==> src/crypto_pkg.sv <==
`default_nettype none

package crypto_pkg;

    // operand and result width
    localparam int xlen = 32;
    localparam int half_w = xlen / 2;        // pack works on halves
    localparam int shamt_w = $clog2(xlen);   // only rs1[4:0] counts for sladd

    // operation codes
    localparam int op_w = 3;
    localparam logic [op_w-1:0] op_hmdst = 3'b000;  // hamming distance
    localparam logic [op_w-1:0] op_pkg   = 3'b001;  // pack low halves
    localparam logic [op_w-1:0] op_rvrs  = 3'b010;  // bit reverse
    localparam logic [op_w-1:0] op_sladd = 3'b011;  // one-hot plus rs2
    localparam logic [op_w-1:0] op_cntz  = 3'b100;  // leading zeros
    localparam logic [op_w-1:0] op_cntp  = 3'b101;  // population count
    // 110 and 111 reserved, result zero

    // iterative counter sizing
    localparam int chunk_w = 4;                      // bits per cycle
    localparam int count_steps = xlen / chunk_w;     // 8 steps
    localparam int step_w = $clog2(count_steps);
    localparam int cnt_w = $clog2(xlen + 1);         // holds 0..32

    // two halves of an operand word
    typedef struct packed {
        logic [half_w-1:0] hi;
        logic [half_w-1:0] lo;
    } halves_t;

    // one operand word, read whole or split
    typedef union packed {
        logic [xlen-1:0] word;
        halves_t         half;
    } operand_t;

    // codes that go through the bit counter
    function automatic logic is_multi_cycle(input logic [op_w-1:0] op);
        return (op == op_hmdst) || (op == op_cntz) || (op == op_cntp);
    endfunction

endpackage

`default_nettype wire

==> src/bit_count_unit.sv <==
`default_nettype none

module bit_count_unit import crypto_pkg::*; (
    input  logic             clk_i,
    input  logic             reset_i,
    input  logic             abort_i,  // unit went inactive
    input  logic             start_i,  // one-cycle pulse
    input  logic [op_w-1:0]  op_i,
    input  logic [xlen-1:0]  rs1_i,
    input  logic [xlen-1:0]  rs2_i,
    output logic             done_o,   // one-cycle pulse
    output logic [cnt_w-1:0] count_o
);

    typedef enum logic {
        cs_idle,
        cs_run
    } cnt_state_t;

    cnt_state_t        state_q;
    logic [step_w-1:0] step_q;     // chunks consumed so far
    logic              done_q;

    logic [xlen-1:0]   work_q;     // word being scanned, shifted each step
    logic              lz_mode_q;  // scan from the top for cntz
    logic              found_q;    // first 1 already seen in cntz scan
    logic [cnt_w-1:0]  count_q;

    logic [chunk_w-1:0] chunk;
    logic               chunk_has_one;
    logic [cnt_w-1:0]   chunk_val;

    // ones in one chunk
    function automatic logic [cnt_w-1:0] ones_in(input logic [chunk_w-1:0] c);
        logic [cnt_w-1:0] n;
        n = '0;
        for (int i = 0; i < chunk_w; i++) begin
            n = n + cnt_w'(c[i]);
        end
        return n;
    endfunction

    // zeros above the first 1 of one chunk, chunk_w when empty
    function automatic logic [cnt_w-1:0] lead_zeros_in(input logic [chunk_w-1:0] c);
        logic [cnt_w-1:0] n;
        logic             hit;
        n = '0;
        hit = 1'b0;
        for (int i = chunk_w - 1; i >= 0; i--) begin
            if (c[i]) begin
                hit = 1'b1;
            end else if (!hit) begin
                n = n + 1'b1;
            end
        end
        return n;
    endfunction

    // top chunk for cntz, bottom chunk otherwise
    assign chunk = lz_mode_q ? work_q[xlen-1 -: chunk_w] : work_q[chunk_w-1:0];
    assign chunk_has_one = |chunk;

    always_comb begin
        if (lz_mode_q) begin
            chunk_val = found_q ? '0 : lead_zeros_in(chunk);  // stop after first 1
        end else begin
            chunk_val = ones_in(chunk);
        end
    end

    // control part
    always_ff @(posedge clk_i) begin
        done_q <= 1'b0;  // pulse only
        if (reset_i || abort_i) begin
            state_q <= cs_idle;
            step_q  <= '0;
        end else begin
            case (state_q)
                cs_idle: begin
                    if (start_i) begin
                        state_q <= cs_run;
                        step_q  <= '0;
                    end
                end
                cs_run: begin
                    step_q <= step_q + 1'b1;
                    if (step_q == step_w'(count_steps - 1)) begin
                        state_q <= cs_idle;  // last chunk on this edge
                        done_q  <= 1'b1;
                    end
                end
                default: begin
                    state_q <= cs_idle;
                end
            endcase
        end
    end

    // datapath, latched on start then one chunk per edge
    always_ff @(posedge clk_i) begin
        if ((state_q == cs_idle) && start_i) begin
            work_q    <= (op_i == op_hmdst) ? (rs1_i ^ rs2_i) : rs1_i;
            lz_mode_q <= (op_i == op_cntz);
            found_q   <= 1'b0;
            count_q   <= '0;
        end else if (state_q == cs_run) begin
            work_q  <= lz_mode_q ? (work_q << chunk_w) : (work_q >> chunk_w);
            found_q <= found_q | chunk_has_one;
            count_q <= count_q + chunk_val;
        end
    end

    assign done_o  = done_q;
    assign count_o = count_q;

    // done only closes a run that was in progress
    done_after_run_a: assert property (
        @(posedge clk_i) disable iff (reset_i)
        done_o |-> $past(state_q == cs_run)
    );

endmodule

`default_nettype wire

==> src/bit_perm_unit.sv <==
`default_nettype none

module bit_perm_unit import crypto_pkg::*; (
    input  logic [op_w-1:0] op_i,
    input  logic [xlen-1:0] rs1_i,
    input  logic [xlen-1:0] rs2_i,
    output logic [xlen-1:0] perm_o
);

    operand_t        a;           // rs1 view
    operand_t        b;           // rs2 view
    logic [xlen-1:0] pack_val;
    logic [xlen-1:0] rev_val;
    logic [xlen-1:0] one_hot;
    logic [xlen-1:0] sladd_val;

    assign a = operand_t'(rs1_i);
    assign b = operand_t'(rs2_i);

    // rs2 low half on top, rs1 low half below
    assign pack_val = {b.half.lo, a.half.lo};

    // mirror rs1
    always_comb begin
        for (int i = 0; i < xlen; i++) begin
            rev_val[xlen-1-i] = a.word[i];
        end
    end

    // single bit at rs1[4:0], upper bits of rs1 ignored
    assign one_hot = xlen'(1) << a.word[shamt_w-1:0];
    assign sladd_val = one_hot + b.word;  // wraps mod 2^32

    always_comb begin
        case (op_i)
            op_pkg:   perm_o = pack_val;
            op_rvrs:  perm_o = rev_val;
            op_sladd: perm_o = sladd_val;
            default:  perm_o = '0;  // counting and reserved codes
        endcase
    end

endmodule

`default_nettype wire

==> src/crypto_ctrl.sv <==
`default_nettype none

module crypto_ctrl import crypto_pkg::*; (
    input  logic            clk_i,
    input  logic            reset_i,
    input  logic            unit_active_i,  // level from the core
    input  logic [op_w-1:0] op_i,
    input  logic            count_done_i,   // pulse from bit counter
    output logic            count_start_o,  // pulse to bit counter
    output logic            result_load_o,  // result register enable
    output logic            ready_o         // one-cycle pulse to the core
);

    typedef enum logic [1:0] {
        cs_idle,   // waiting for active
        cs_count,  // bit counter running
        cs_done,   // ready cycle
        cs_wait    // hold result until active falls
    } ctrl_state_t;

    ctrl_state_t state_q;
    ctrl_state_t state_d;
    logic        multi;

    assign multi = is_multi_cycle(op_i);

    // start the counter on the first active edge
    assign count_start_o = (state_q == cs_idle) && unit_active_i && multi;

    // load at once for single-cycle codes, else when count is in
    assign result_load_o = unit_active_i &&
                           (((state_q == cs_idle) && !multi) ||
                            ((state_q == cs_count) && count_done_i));

    // ready follows the load by one edge, same as result_o
    assign ready_o = (state_q == cs_done);

    always_comb begin
        state_d = state_q;  // hold by default
        case (state_q)
            cs_idle: begin
                if (unit_active_i) begin
                    state_d = multi ? cs_count : cs_done;
                end
            end
            cs_count: begin
                if (count_done_i) begin
                    state_d = cs_done;  // result loads on this edge
                end
            end
            cs_done: begin
                state_d = cs_wait;  // single pulse
            end
            cs_wait: begin
                state_d = cs_wait;  // only active low leaves
            end
            default: begin
                state_d = cs_idle;
            end
        endcase
    end

    always_ff @(posedge clk_i) begin
        if (reset_i || !unit_active_i) begin
            state_q <= cs_idle;  // also abandons a running count
        end else begin
            state_q <= state_d;
        end
    end

    // ready never stretches past one cycle
    ready_single_cycle_a: assert property (
        @(posedge clk_i) disable iff (reset_i)
        ready_o |=> !ready_o
    );

    // core holds active until it has seen ready
    ready_only_active_a: assert property (
        @(posedge clk_i) disable iff (reset_i)
        ready_o |-> unit_active_i
    );

endmodule

`default_nettype wire

==> src/crypto_unit.sv <==
`default_nettype none

module crypto_unit import crypto_pkg::*; (
    input  logic            clk_i,
    input  logic            reset_i,
    input  logic            unit_active_i,  // held high while op wanted
    input  logic [op_w-1:0] op_i,
    input  logic [xlen-1:0] rs1_i,
    input  logic [xlen-1:0] rs2_i,
    output logic [xlen-1:0] result_o,
    output logic            ready_o
);

    logic             count_start;
    logic             count_done;
    logic             result_load;
    logic [cnt_w-1:0] count_value;
    logic [xlen-1:0]  perm_value;
    logic [xlen-1:0]  result_d;   // class mux output
    logic [xlen-1:0]  result_q;

    crypto_ctrl crypto_ctrl_i (
        .clk_i         (clk_i),
        .reset_i       (reset_i),
        .unit_active_i (unit_active_i),
        .op_i          (op_i),
        .count_done_i  (count_done),
        .count_start_o (count_start),
        .result_load_o (result_load),
        .ready_o       (ready_o)
    );

    bit_count_unit bit_count_unit_i (
        .clk_i   (clk_i),
        .reset_i (reset_i),
        .abort_i (!unit_active_i),  // drop out when core lets go
        .start_i (count_start),
        .op_i    (op_i),
        .rs1_i   (rs1_i),
        .rs2_i   (rs2_i),
        .done_o  (count_done),
        .count_o (count_value)
    );

    bit_perm_unit bit_perm_unit_i (
        .op_i   (op_i),
        .rs1_i  (rs1_i),
        .rs2_i  (rs2_i),
        .perm_o (perm_value)
    );

    // pick datapath by op class
    always_comb begin
        case (op_i)
            op_hmdst, op_cntz, op_cntp: result_d = xlen'(count_value);  // zero extend
            op_pkg, op_rvrs, op_sladd:  result_d = perm_value;
            default:                    result_d = '0;  // reserved
        endcase
    end

    // result reads zero whenever the unit is idle
    always_ff @(posedge clk_i) begin
        if (reset_i || !unit_active_i) begin
            result_q <= '0;
        end else if (result_load) begin
            result_q <= result_d;
        end
    end

    assign result_o = result_q;

    // an inactive cycle always leaves a cleared result
    result_clear_a: assert property (
        @(posedge clk_i) disable iff (reset_i)
        !unit_active_i |=> (result_o == '0)
    );

endmodule

`default_nettype wire

==> config.mk <==
export PLATFORM = sky130hd
export DESIGN_NAME = crypto_unit
export DESIGN_NICKNAME = d
export VERILOG_FILES = /design/src/crypto_pkg.sv /design/src/bit_count_unit.sv /design/src/bit_perm_unit.sv /design/src/crypto_ctrl.sv /design/src/crypto_unit.sv
export SDC_FILE = /design/constraint.sdc
export NUM_CORES = 1
export LEC_CHECK = 0
export CAP_MARGIN = 20
export CORE_ASPECT_RATIO = 1.4
export CORE_MARGIN = 2
export CORE_UTILIZATION = 50
export CTS_CLUSTER_DIAMETER = 150
export DETAILED_ROUTE_END_ITERATION = 10
export DONT_BUFFER_PORTS = 1
export SETUP_SLACK_MARGIN = 0.2
export SLEW_MARGIN = 20
export SYNTH_ARGS = -nofsm -noshare
export SYNTH_HDL_FRONTEND = slang
export SYNTH_SLANG_ARGS = --single-unit
==> constraint.sdc <==
create_clock -name clk_i -period 5.83 [get_ports clk_i]
set_clock_uncertainty 0.2 [all_clocks]
set_input_delay 0.2915 -clock clk_i [delete_from_list [all_inputs] [get_ports clk_i]]
set_output_delay 0.2915 -clock clk_i [all_outputs]
set_load 0.03 [all_outputs]
==> flow_metrics.tcl <==
set metrics [dict create \
    status "finished clean" \
    hold_path_depth 3 \
    start_of_the_worst_register_to_register_path "bit_count_unit_i.lz_mode_q" \
    post_cts_resize_count 0 \
    count_of_state_elements_after_synthesis 79 \
    timing.rr.end "bit_count_unit_i.count_o[5]" \
    r2r_setup_slack_ps 1340 \
    grt_antenna_before_repair 0 \
    synth_area_sq_mm 0.00657 \
    gpl.final_weighted_congestion 0.967 \
    fin_total_pwr_mw 1.53 \
    internal_power_mw 1.08 \
    initial_utilization_pct 51.3 \
    route.top_layer_used "met4" \
    detailroute.via_count 6246 \
    routed_met1_length_um 8490 \
    num_io_pins 103 \
    final_count_of_hold_timing_violations 0 \
    diodes 0 \
    dominantRegCellSynth "sky130_fd_sc_hd__dfxtp_1" \
    drc 0 \
    layout.filler_cells 1279 \
    ir_drop_mv 0.123 \
    max-cap-violations 0 \
    global_route.usage.total_pct 31.7 \
    netlist.area_leader.share_pct 15.1 \
    layout.core_utilization_pct 54.2 \
    layout_min_cycle_time_ps 4490 \
    place_hpwl_um 17900 \
    path_max_fanout 20 \
    placeableCoreArea_sq_mm 0.0128 \
    drt-initial-drc-count 476 \
    drt_pre_antenna_iters 5 \
    sequentialPowerShare_pct 41.8 \
    start_kind "flip-flop" \
    min_period_over_period_pct 77.0 \
    cts_tree "done" \
    worstSetupPathType "flip-flop to flip-flop" \
    postRouteWirelength_um 22600 \
    dr_wl_met3_um 1790 \
    power.net_switching_mw 0.456 \
    synth_most_common_cell "sky130_fd_sc_hd__nand2_1" \
    power.density_mw_per_mm2 221 \
    die-height_um 140 \
    cts-htree-levels 3 \
    timing.setup.tns_ps 0 \
    layout-drive-gt1-share_pct 5.05 \
    synthesis.instances 842 \
    crit_path_end_kind "flip-flop" \
    synth-edff-count 33 \
    die_width_um 101 \
    cts.root.buffer_cell "sky130_fd_sc_hd__clkbuf_16" \
    vias_in_the_first_global_route 6040 \
    yosysTopAreaCell "sky130_fd_sc_hd__edfxtp_1" \
    pin_count_of_the_biggest_net_entering_global_routing 50 \
    worst-r2r-cell-count 16 \
    clock_power_share_pct 40.2 \
    critPathRequiredTime_ps 5900 \
    worstSkewPairLatency_ps 340 \
    postSynth.asyncResetShare_pct 0 \
    syn_area_per_cell_sq_um 7.80 \
    seq_area_sq_mm 0.00191 \
    worst_ep_arrival_time_ps 4550 \
    antenna_left 0 \
    synth.top_cells.by_count "sky130_fd_sc_hd__nand2_1 (112), sky130_fd_sc_hd__nor2_1 (107), sky130_fd_sc_hd__o21ai_0 (66)" \
    hold_path_class "input pin to flip-flop" \
    fmaxAchievable_mhz 223 \
    rows 49 \
    slew-limit-headroom_pct 49.7 \
    library_cells_used_by_synthesis 58 \
    leakage_power_nw 2.57 \
    clkSlewWorstSetupHoldPaths_ps 70 \
    grt_pass1_wl_um 34000 \
    worst_pin_slew_ps 755 \
    comb_power_share_pct 18.1 \
    timing.final.setup_violations 0 \
    met2_wirelength_um 11400 \
    ctsLongestPathBuffers 2 \
    rsz0062_at_grt "no" \
    buffer_ports.inserted 0 \
    synth_area_leaders "sky130_fd_sc_hd__edfxtp_1 (15%), sky130_fd_sc_hd__dfxtp_1 (14%), sky130_fd_sc_hd__ha_1 (8.0%)" \
    ctsHoldBuffers 3 \
    multi_input_area_sq_mm 0.00438 \
    mappedNetlistNets 957 \
    avgRoutedWirePerCell_um 23.4 \
    tritoncts_sinks 79 \
    area.growth.synth_to_final_pct 5.77 \
    synth.yosys.warnings 0 \
    yosysSeqAreaShare_pct 29.1 \
    cts_inserted_buffers 9 \
    layout.nets 922 \
    gr-total-overflow 0 \
    postCtsSetupBuffers 0 \
    via_count_normalized_by_instance_count 6.47 \
    switching_share_pct 29.8 \
    hold_start "op_i[2]" \
    worst_min_delay_path_endpoint "result_o[25]" \
    die_area_sq_mm 0.0141 \
    maxSlewViolCount 0 \
]
## flip-flops by register name, indices dropped and copies added, names as in the netlist
| signal | cells |
|---|---|
| result_o | 32 |
| crypto_ctrl_i.state_q | 2 |
| bit_count_unit_i.found_q | 1 |
| bit_count_unit_i.done_o | 1 |
| bit_count_unit_i.lz_mode_q | 1 |
| bit_count_unit_i.work_q | 32 |
| bit_count_unit_i.count_o | 6 |
| bit_count_unit_i.state_q | 1 |
| bit_count_unit_i.step_q | 3 |
## worst max-delay path: stages (launching register included)
cell	delay (ps)
sky130_fd_sc_hd__edfxtp_1	840
sky130_fd_sc_hd__mux2i_1	400
sky130_fd_sc_hd__nor2b_1	260
sky130_fd_sc_hd__ha_1	270
sky130_fd_sc_hd__mux2i_1	230
sky130_fd_sc_hd__inv_1	80
sky130_fd_sc_hd__ha_1	270
sky130_fd_sc_hd__o311ai_0	310
sky130_fd_sc_hd__o21ai_0	270
sky130_fd_sc_hd__ha_1	350
sky130_fd_sc_hd__a21o_1	150
sky130_fd_sc_hd__a21oi_1	210
sky130_fd_sc_hd__nor2b_1	70
sky130_fd_sc_hd__o21ai_0	200
sky130_fd_sc_hd__xnor2_1	150
sky130_fd_sc_hd__nand2_1	60
sky130_fd_sc_hd__o21ai_0	90
## power groups by stage
| stage | sequential (mW) | combinational [mW] | clock [mW] |
|---|---|---|---|
| global route | 0.643 | 0.304 | 0.642 |
| floorplan | 0.641 | 0.215 | 0 |
| CTS | 0.640 | 0.273 | 0.619 |
| global placement | 0.652 | 0.264 | 0 |
| detailed placement | 0.653 | 0.270 | 0 |
| finish | 0.640 | 0.277 | 0.616 |
## worst max path at each step
stage,startpoint,end,slack (ps),cells after the start
3_5_place_dp,bit_count_unit_i.lz_mode_q,bit_count_unit_i.count_o[5],1370,16
6_report,bit_count_unit_i.lz_mode_q,bit_count_unit_i.count_o[5],1340,16
3_3_place_gp,bit_count_unit_i.lz_mode_q,bit_count_unit_i.count_o[5],1580,16
4_1_cts,bit_count_unit_i.lz_mode_q,bit_count_unit_i.count_o[5],1340,16
5_1_grt,bit_count_unit_i.lz_mode_q,bit_count_unit_i.count_o[5],930,16
2_1_floorplan,bit_count_unit_i.lz_mode_q,bit_count_unit_i.count_o[5],2140,17
## placed cells by master (no fill, tap or decap), types with 12 or more instances in the layout
master	count
sky130_fd_sc_hd__mux2i_1	33
sky130_fd_sc_hd__a211oi_1	13
sky130_fd_sc_hd__a22oi_1	26
sky130_fd_sc_hd__nor2_1	106
sky130_fd_sc_hd__nand2b_1	12
sky130_fd_sc_hd__inv_1	12
sky130_fd_sc_hd__a221oi_1	16
sky130_fd_sc_hd__edfxtp_1	33
sky130_fd_sc_hd__o22ai_1	14
sky130_fd_sc_hd__a21oi_1	65
sky130_fd_sc_hd__o21ai_0	66
sky130_fd_sc_hd__nand2_1	112
sky130_fd_sc_hd__xor2_1	21
sky130_fd_sc_hd__dfxtp_1	46
sky130_fd_sc_hd__xnor2_1	41
sky130_fd_sc_hd__nand3_1	18
sky130_fd_sc_hd__ha_1	42
## metal layers
| metal | vias up | GRT usage [%] |
|---|---|---|
| met5 | - | 0 |
| met4 | 0 | 13.7 |
| met3 | 62 | 8.74 |
| met2 | 267 | 54.6 |
| met1 | 2966 | 36.2 |
| li1 | 2951 | - |
## through the flow
stage	cells	hold slack (ps)	setup WS (ps)	instance area [sq um]
2_1_floorplan	842	240	2140	6570
3_3_place_gp	945	248	1580	6590
3_5_place_dp	945	278	1370	6590
4_1_cts	964	9.68	1340	6930
5_1_grt	965	39.4	927	6950
6_report	965	20.1	1340	6950
## final cells by class
class / count / area share, %
Inverter: 13 / 0.702
Tap cell: 153 / 2.76
Clock inverter: 5 / 0.864
Sequential cell: 79 / 27.5
Timing Repair Buffer: 11 / 1.40
Multi-Input combinational cell: 693 / 63.1
Clock buffer: 11 / 3.67
## kinds of logic after synthesis
group                      Yosys count  synth area share, %
DFF                                 79                 29.1
muxes                               37                 5.71
buffers and inverters               70                 4.36
and+or+nand+nor                    306                 20.6
AOI/OAI and AO/OA                  243                 23.0
xor gates and xnor gates            62                 8.27
adders and majority gates           45                 8.91
Note: power is estimated with default switching activity, not from simulation.
